==> src/sram_pkg.sv <==
`default_nettype none

package sram_pkg;

    // word address and data widths of the external chip
    localparam int addr_w = 20;
    localparam int data_w = 32;

    typedef enum logic {
        op_read  = 1'b0,
        op_write = 1'b1
    } sram_op_e;

    // one access as a master hands it over
    typedef struct packed {
        sram_op_e            op;
        logic [addr_w-1:0]   addr;
        logic [data_w-1:0]   wdata;
    } sram_req_t;

    // returned together with the done pulse
    typedef struct packed {
        logic [data_w-1:0]   rdata;
    } sram_rsp_t;

    // 0 is the fetch port, 1 the data port
    typedef logic port_id_t;

endpackage

`default_nettype wire

==> src/sram_ctrl.sv <==
`timescale 1ns/1ps
`default_nettype none

module sram_ctrl #(
    parameter int addr_w      = sram_pkg::addr_w,
    parameter int data_w      = sram_pkg::data_w,
    parameter int wait_cycles = 2
) (
    input  wire                 clk,
    input  wire                 rst,
    input  wire                 start,
    input  sram_pkg::sram_req_t req,
    input  wire  [data_w-1:0]   sram_dq_in,
    output logic                busy,
    output logic                done,
    output sram_pkg::sram_rsp_t rsp,
    output logic [addr_w-1:0]   sram_addr,
    output logic                sram_ce_n,
    output logic                sram_we_n,
    output logic                sram_oe_n,
    output logic [data_w-1:0]   sram_dq_out,
    output logic                sram_dq_oe
);

    // wide enough to count up to wait_cycles-1
    localparam int cnt_w = (wait_cycles > 1) ? $clog2(wait_cycles) : 1;
    localparam logic [cnt_w-1:0] cnt_last = cnt_w'(wait_cycles - 1);

    typedef enum logic [2:0] {
        st_idle     = 3'd0,
        st_wr_setup = 3'd1,
        st_wr_wait  = 3'd2,
        st_wr_hold  = 3'd3,
        st_rd_wait  = 3'd4,
        st_rd_end   = 3'd5
    } state_e;

    state_e              state;
    logic [cnt_w-1:0]    cnt;
    sram_pkg::sram_req_t req_q;

    always_ff @(posedge clk or posedge rst) begin
        if (rst) begin
            state <= st_idle;
            cnt   <= '0;
            done  <= 1'b0;
        end else begin
            // done is one cycle behind the last active state
            done <= (state == st_wr_hold) || (state == st_rd_end);
            case (state)
                st_idle: begin
                    cnt <= '0;
                    if (start) begin
                        if (req.op == sram_pkg::op_write) begin
                            state <= st_wr_setup;
                        end else begin
                            state <= st_rd_wait;
                        end
                    end
                end
                st_wr_setup, st_wr_wait: begin
                    if (cnt == cnt_last) begin
                        state <= st_wr_hold;
                    end else begin
                        cnt   <= cnt + 1'b1;
                        state <= st_wr_wait;
                    end
                end
                st_wr_hold: begin
                    state <= st_idle;
                end
                st_rd_wait: begin
                    if (cnt == cnt_last) begin
                        state <= st_rd_end;
                    end else begin
                        cnt <= cnt + 1'b1;
                    end
                end
                st_rd_end: begin
                    state <= st_idle;
                end
                default: begin
                    state <= st_idle;
                end
            endcase
        end
    end

    // payload captured once per access
    always_ff @(posedge clk) begin
        if (state == st_idle && start) begin
            req_q <= req;
        end
    end

    // sample at the end of the last cycle with oe_n low
    always_ff @(posedge clk) begin
        if (state == st_rd_end) begin
            rsp.rdata <= sram_dq_in;
        end
    end

    assign busy        = (state != st_idle);
    assign sram_addr   = req_q.addr;
    assign sram_dq_out = req_q.wdata;
    assign sram_ce_n   = (state == st_idle);
    assign sram_we_n   = !((state == st_wr_setup) || (state == st_wr_wait));
    assign sram_oe_n   = !((state == st_rd_wait) || (state == st_rd_end));
    // hold cycle keeps the bus driven after we_n rises
    assign sram_dq_oe  = (state == st_wr_setup) || (state == st_wr_wait) ||
                         (state == st_wr_hold);

    // the arbiter must never issue into a running access
    a_start_idle: assert property (
        @(posedge clk) disable iff (rst) start |-> !busy
    );

endmodule

`default_nettype wire

==> src/sram_arbiter.sv <==
`timescale 1ns/1ps
`default_nettype none

module sram_arbiter (
    input  wire                  clk,
    input  wire                  rst,
    input  wire  [1:0]           pend,
    input  sram_pkg::sram_req_t  preq0,
    input  sram_pkg::sram_req_t  preq1,
    input  wire                  busy,
    input  wire                  done,
    input  sram_pkg::sram_rsp_t  rsp,
    output logic                 start,
    output sram_pkg::sram_req_t  creq,
    output logic [1:0]           fin,
    output sram_pkg::sram_rsp_t  frsp
);

    sram_pkg::port_id_t prio;
    sram_pkg::port_id_t owner;
    sram_pkg::port_id_t winner;
    logic               inflight;
    logic               grant;

    // priority bit only matters when both ports want the chip
    always_comb begin
        if (pend[0] && pend[1]) begin
            winner = prio;
        end else if (pend[1]) begin
            winner = 1'b1;
        end else begin
            winner = 1'b0;
        end
    end

    assign grant = !inflight && !busy && (|pend);

    always_ff @(posedge clk or posedge rst) begin
        if (rst) begin
            start    <= 1'b0;
            inflight <= 1'b0;
            prio     <= 1'b0;
            owner    <= 1'b0;
        end else begin
            start <= 1'b0;
            if (done) begin
                inflight <= 1'b0;
            end
            if (grant) begin
                start    <= 1'b1;
                inflight <= 1'b1;
                owner    <= winner;
                prio     <= ~winner;
            end
        end
    end

    always_ff @(posedge clk) begin
        if (grant) begin
            creq <= winner ? preq1 : preq0;
        end
    end

    // done goes back only to the port that owns the access
    assign fin  = done ? (owner ? 2'b10 : 2'b01) : 2'b00;
    assign frsp = rsp;

    // a finish only reaches a port that is still waiting
    a_fin_pending: assert property (
        @(posedge clk) disable iff (rst) (fin & ~pend) == 2'b00
    );

endmodule

`default_nettype wire

==> src/sram_req_port.sv <==
`timescale 1ns/1ps
`default_nettype none

module sram_req_port (
    input  wire                          clk,
    input  wire                          rst,
    input  wire                          req,
    input  sram_pkg::sram_req_t          req_data,
    input  wire                          fin,
    input  sram_pkg::sram_rsp_t          frsp,
    output logic                         ack,
    output logic [sram_pkg::data_w-1:0]  rdata,
    output logic                         pend,
    output sram_pkg::sram_req_t          preq
);

    typedef enum logic [1:0] {
        ph_idle    = 2'd0,
        ph_pending = 2'd1,
        ph_acked   = 2'd2
    } phase_e;

    phase_e phase;

    always_ff @(posedge clk or posedge rst) begin
        if (rst) begin
            phase <= ph_idle;
        end else begin
            case (phase)
                ph_idle: begin
                    if (req) begin
                        phase <= ph_pending;
                    end
                end
                ph_pending: begin
                    if (fin) begin
                        phase <= ph_acked;
                    end
                end
                ph_acked: begin
                    // master holding req keeps the port here
                    if (!req) begin
                        phase <= ph_idle;
                    end
                end
                default: begin
                    phase <= ph_idle;
                end
            endcase
        end
    end

    always_ff @(posedge clk) begin
        if (phase == ph_idle && req) begin
            preq <= req_data;
        end
        if (phase == ph_pending && fin) begin
            rdata <= frsp.rdata;
        end
    end

    assign pend = (phase == ph_pending);
    assign ack  = (phase == ph_acked);

    // master must hold its request until it is acknowledged
    a_req_stable: assert property (
        @(posedge clk) disable iff (rst) (req && !ack) ##1 (req && !ack) |-> $stable(req_data)
    );

endmodule

`default_nettype wire

==> src/sram_subsys_top.sv <==
`timescale 1ns/1ps
`default_nettype none

module sram_subsys_top #(
    parameter int addr_w      = sram_pkg::addr_w,
    parameter int data_w      = sram_pkg::data_w,
    parameter int wait_cycles = 2
) (
    input  wire                  clk,
    input  wire                  rst,
    // fetch master
    input  wire                  f_req,
    input  sram_pkg::sram_req_t  f_req_data,
    output logic                 f_ack,
    output logic [data_w-1:0]    f_rdata,
    // data master
    input  wire                  d_req,
    input  sram_pkg::sram_req_t  d_req_data,
    output logic                 d_ack,
    output logic [data_w-1:0]    d_rdata,
    // chip pins
    output logic [addr_w-1:0]    sram_addr,
    output logic                 sram_ce_n,
    output logic                 sram_we_n,
    output logic                 sram_oe_n,
    output logic [data_w-1:0]    sram_dq_out,
    output logic                 sram_dq_oe,
    input  wire  [data_w-1:0]    sram_dq_in
);

    logic [1:0]          pend;
    logic [1:0]          fin;
    sram_pkg::sram_req_t preq0;
    sram_pkg::sram_req_t preq1;
    sram_pkg::sram_req_t creq;
    sram_pkg::sram_rsp_t frsp;
    sram_pkg::sram_rsp_t rsp;
    logic                start;
    logic                busy;
    logic                done;

    sram_req_port u_fetch_port (
        .clk      (clk),
        .rst      (rst),
        .req      (f_req),
        .req_data (f_req_data),
        .fin      (fin[0]),
        .frsp     (frsp),
        .ack      (f_ack),
        .rdata    (f_rdata),
        .pend     (pend[0]),
        .preq     (preq0)
    );

    sram_req_port u_data_port (
        .clk      (clk),
        .rst      (rst),
        .req      (d_req),
        .req_data (d_req_data),
        .fin      (fin[1]),
        .frsp     (frsp),
        .ack      (d_ack),
        .rdata    (d_rdata),
        .pend     (pend[1]),
        .preq     (preq1)
    );

    sram_arbiter u_arbiter (
        .clk   (clk),
        .rst   (rst),
        .pend  (pend),
        .preq0 (preq0),
        .preq1 (preq1),
        .busy  (busy),
        .done  (done),
        .rsp   (rsp),
        .start (start),
        .creq  (creq),
        .fin   (fin),
        .frsp  (frsp)
    );

    sram_ctrl #(
        .addr_w      (addr_w),
        .data_w      (data_w),
        .wait_cycles (wait_cycles)
    ) u_ctrl (
        .clk         (clk),
        .rst         (rst),
        .start       (start),
        .req         (creq),
        .sram_dq_in  (sram_dq_in),
        .busy        (busy),
        .done        (done),
        .rsp         (rsp),
        .sram_addr   (sram_addr),
        .sram_ce_n   (sram_ce_n),
        .sram_we_n   (sram_we_n),
        .sram_oe_n   (sram_oe_n),
        .sram_dq_out (sram_dq_out),
        .sram_dq_oe  (sram_dq_oe)
    );

endmodule

`default_nettype wire

==> config.mk <==
export PLATFORM = sky130hd
export DESIGN_NAME = sram_subsys_top
export DESIGN_NICKNAME = d
export VERILOG_FILES = /design/src/sram_pkg.sv /design/src/sram_ctrl.sv /design/src/sram_arbiter.sv /design/src/sram_req_port.sv /design/src/sram_subsys_top.sv
export SDC_FILE = /design/constraint.sdc
export NUM_CORES = 1
export LEC_CHECK = 0
export ABC_AREA = 1
export BUFFER_PORTS_ARGS = -buffer_cell sky130_fd_sc_hd__buf_4
export CAP_MARGIN = 15
export CORE_UTILIZATION = 56
export DETAILED_ROUTE_END_ITERATION = 6
export PLACE_DENSITY = 0.83
export SLEW_MARGIN = 20
export SYNTH_ARGS = -nofsm -noshare
export SYNTH_HDL_FRONTEND = slang
export SYNTH_SLANG_ARGS = --single-unit
==> constraint.sdc <==
create_clock -name clk -period 13.6 [get_ports clk]
set_input_delay 2.72 -clock clk [delete_from_list [all_inputs] [get_ports clk]]
set_output_delay 2.72 -clock clk [all_outputs]
set_load 0.02 [all_outputs]
==> flow_summary_export.csv <==
group,metric,value,unit
sta,finalSetupViolCount,0,
die,die_area,0.0195,mm2
synth,synthTopCellsByCount,"edfxtp_1, nand2_1, inv_1, dfrtp_1, nand2_2",
die,num_rows,49,
sta,worst_pin_slew,0.762,ns
cts,post_cts_buffers,0,
synth,synth.most_common_cell,"edfxtp_1",
placement,place_hpwl,13000,um
global_route,grt_use_total,0.212,
global_route,grt_pass1_vias,5609,
die,initial_core_util,0.580,
synth,synthTopCellsByArea,"edfxtp_1, nand2_1, dfrtp_1",
cts,cts.repair.resized,0,
global_route,grtUsageMet1,0.245,
critical_path,startpoint_type,"flip-flop",
synth,synthFlopType,"edfxtp_1",
flow_run,cap_violations,0,
pwr,total_power,2830,uW
synth,synth_top_area_share,0.870,
cts,hold_buffers,0,
drt,ant_nets,0,
outcome,outcome,"finished, final reports clean",
sta,period_share,0.313,
die,die_x,140,um
global_route,grt_first_pass_wirelength,30800,um
synth,syn_area_per_cell,18.9,um2
pwr,netSwitchingFraction,0.277,
global_route,overflow,0,
pwr,pwr-share-seq,0.498,
layout,diodes,0,
sta,skew,0.00977,ns
drt,drt_iter0_drc,337,
die,io-pin-count,264,
global_route,met2_usage,0.370,
cts,cts.sinks,320,
layout,drive_above_1_share,0.387,
synth,synth_nets,702,
critical_path,critPathKind,"flip-flop to output pin",
synth,syn-cell-area,0.0106,mm2
global_route,antenna_found_initial,0,
pwr,switching_power,785,uW
placement,place_ws,9.62,ns
sta,tns,0,ns
cts,cts_buffer_depth,3,
placement,post-place-cells,1047,
cts,clkSlewWorstSetupHoldPaths,0.06,ns
synth,ys_ff_latch,320,
pwr,irDropWorstVdd,0.169,mV
global_route,grt_max_degree,57,
sta,hold_violations,0,
sta,fin_crit,4.26,ns
synth,yosysSeqAreaShare,0.901,
critical_path,cp_data_arrival_time,1.54,ns
die,die_h,140,um
drt,drc_errors,0,
layout,nets,992,
pwr,pwr-share-clk,0.305,
drt,finalWirelength,20400,um
cts,clk_latency,0.53,ns
synth,synth.largest_area_cell,"edfxtp_1",
synth,synth_warnings,0,
cts,htreeDepth,1,
layout,syn_to_final_growth,30.9,%
sta,setup_ws,9.34,ns
critical_path,crit_fanout,7,
critical_path,required,10.88,ns
synth,syn_inst,560,
layout,finalNonFillerCells,1103,
sta,fmax,235,MHz
pwr,power_frac_comb,0.197,
drt,wl_per_cell,18.5,um
placement,place.gp.congestion,0.790,
synth,synth-edff-count,307,
cts,root_buffer,"clkbuf_16",
cts,cts_tree,"yes",
pwr,powerDensity,204,mW/mm2
cts,numCtsBuffers,30,
global_route,grt_busiest_layer,"met2",
drt,vias_per_cell,5.03,
sta,relSlewSlack,0.492,
pwr,p_int,2050,uW
sta,rsz0062_at_grt,"false",
drt,first_pass_iters,5,
worst_hold_path,hp-class,"flip-flop to flip-flop",
synth,synthDistinctLibCells,23,
pwr,leakagePower,0.00545,uW
die,core-area,0.0183,mm2
critical_path,critPathCaptureType,"output pin",
drt,vias,5544,
layout,fillers,995,
global_route,met3_usage,0.0853,
sta,slew_viol_final,0,
synth,async_reset_ff_frac,0.0406,
placement,numPortBuffers,263,
final timing paths:
path | cells past startpoint | slack (ns) | endpoint | startpoint
hold / removal | 0 | 0.41 | u_ctrl.sram_addr[0] | u_arbiter.creq[32]
setup / recovery | 5 | 9.34 | sram_oe_n | u_ctrl.state[0]
setup reg to reg | 6 | 11.53 | u_arbiter.creq[3] | u_fetch_port.phase[1]
hold reg to reg | 0 | 0.41 | u_ctrl.sram_addr[0] | u_arbiter.creq[32]
min in group asynchronous | 2 | 2.22 | u_ctrl.state[1] | rst
max in group asynchronous | 2 | 11.05 | u_fetch_port.phase[0] | rst
cell type report:
class | instances | area, um2 | area share
Sequential cell | 320 | 9540 | 0.688
Multi-Input combinational cell | 211 | 908 | 0.0655
Clock buffer | 34 | 787 | 0.0567
Timing Repair Buffer | 269 | 2020 | 0.146
Tap cell | 229 | 287 | 0.0207
Clock inverter | 22 | 255 | 0.0184
Inverter | 18 | 72.6 | 0.00523
stage by stage:
stage               utilization  hold WS [ns]  cell area [um2]
finish                    0.759         0.414            13900
global route              0.759         0.423            13900
CTS                       0.759         0.416            13900
detailed placement        0.702         0.405            12800
global placement          0.702         0.401            12800
floorplan                     -         0.400            10600
power groups by stage:
stage	Clock (uW)	Combinational (uW)	Sequential [uW]
5_1_grt	917	619	1420
6_report	864	558	1410
3_3_place_gp	0	539	1420
4_1_cts	876	569	1410
2_1_floorplan	0	329	1480
3_5_place_dp	0	562	1430
kinds of logic (layout without fill, tap and decap cells):
kind of cell	count (synthesis)	count (layout)	synth area share
DFF	320	320	0.901
and+or+nand+nor	201	201	0.0775
buffers and inverters	29	343	0.0165
AOI/OAI and AO/OA	10	10	0.00520
critical path: stages, from the launching register on:
cell,delay [ns]
dfrtp_1,0.44
nor2_4,0.20
nand2_1,0.12
nand2_1,0.07
inv_1,0.04
buf_4,0.14
routing by layer:
layer	wire, um	up-vias
li1	-	2598
met1	7260	2630
met2	10300	286
met3	2510	30
met4	336	0
met5	0	-
registers in the layout, indices dropped and copies added, names as in the netlist, 2 cells and up:
signal / cells
u_ctrl.rsp: 32
u_data_port.rdata: 32
u_fetch_port.rdata: 32
u_fetch_port.phase: 2
u_data_port.phase: 2
u_ctrl.sram_addr: 20
u_ctrl.state: 3
u_fetch_port.preq: 53
u_arbiter.creq: 53
u_ctrl.sram_dq_out: 32
u_data_port.preq: 53
placed cells by master, fill, tap and decap left out, drive strengths merged:
master / netlist / routed
o21ai: 7 / 7
nand4: 1 / 1
nor3: 1 / 1
bufinv: 0 / 6
clkbuf: 0 / 34
a21oi: 1 / 1
edfxtp: 307 / 307
dfrtp: 13 / 13
nor2: 10 / 10
clkinv: 0 / 14
or2: 2 / 2
nand3: 6 / 6
o31ai: 1 / 1
nand2: 180 / 180
o211ai: 1 / 1
clkinvlp: 0 / 1
nand3b: 1 / 1
buf: 11 / 269
inv: 18 / 19
(Power assumes the default switching activity.)
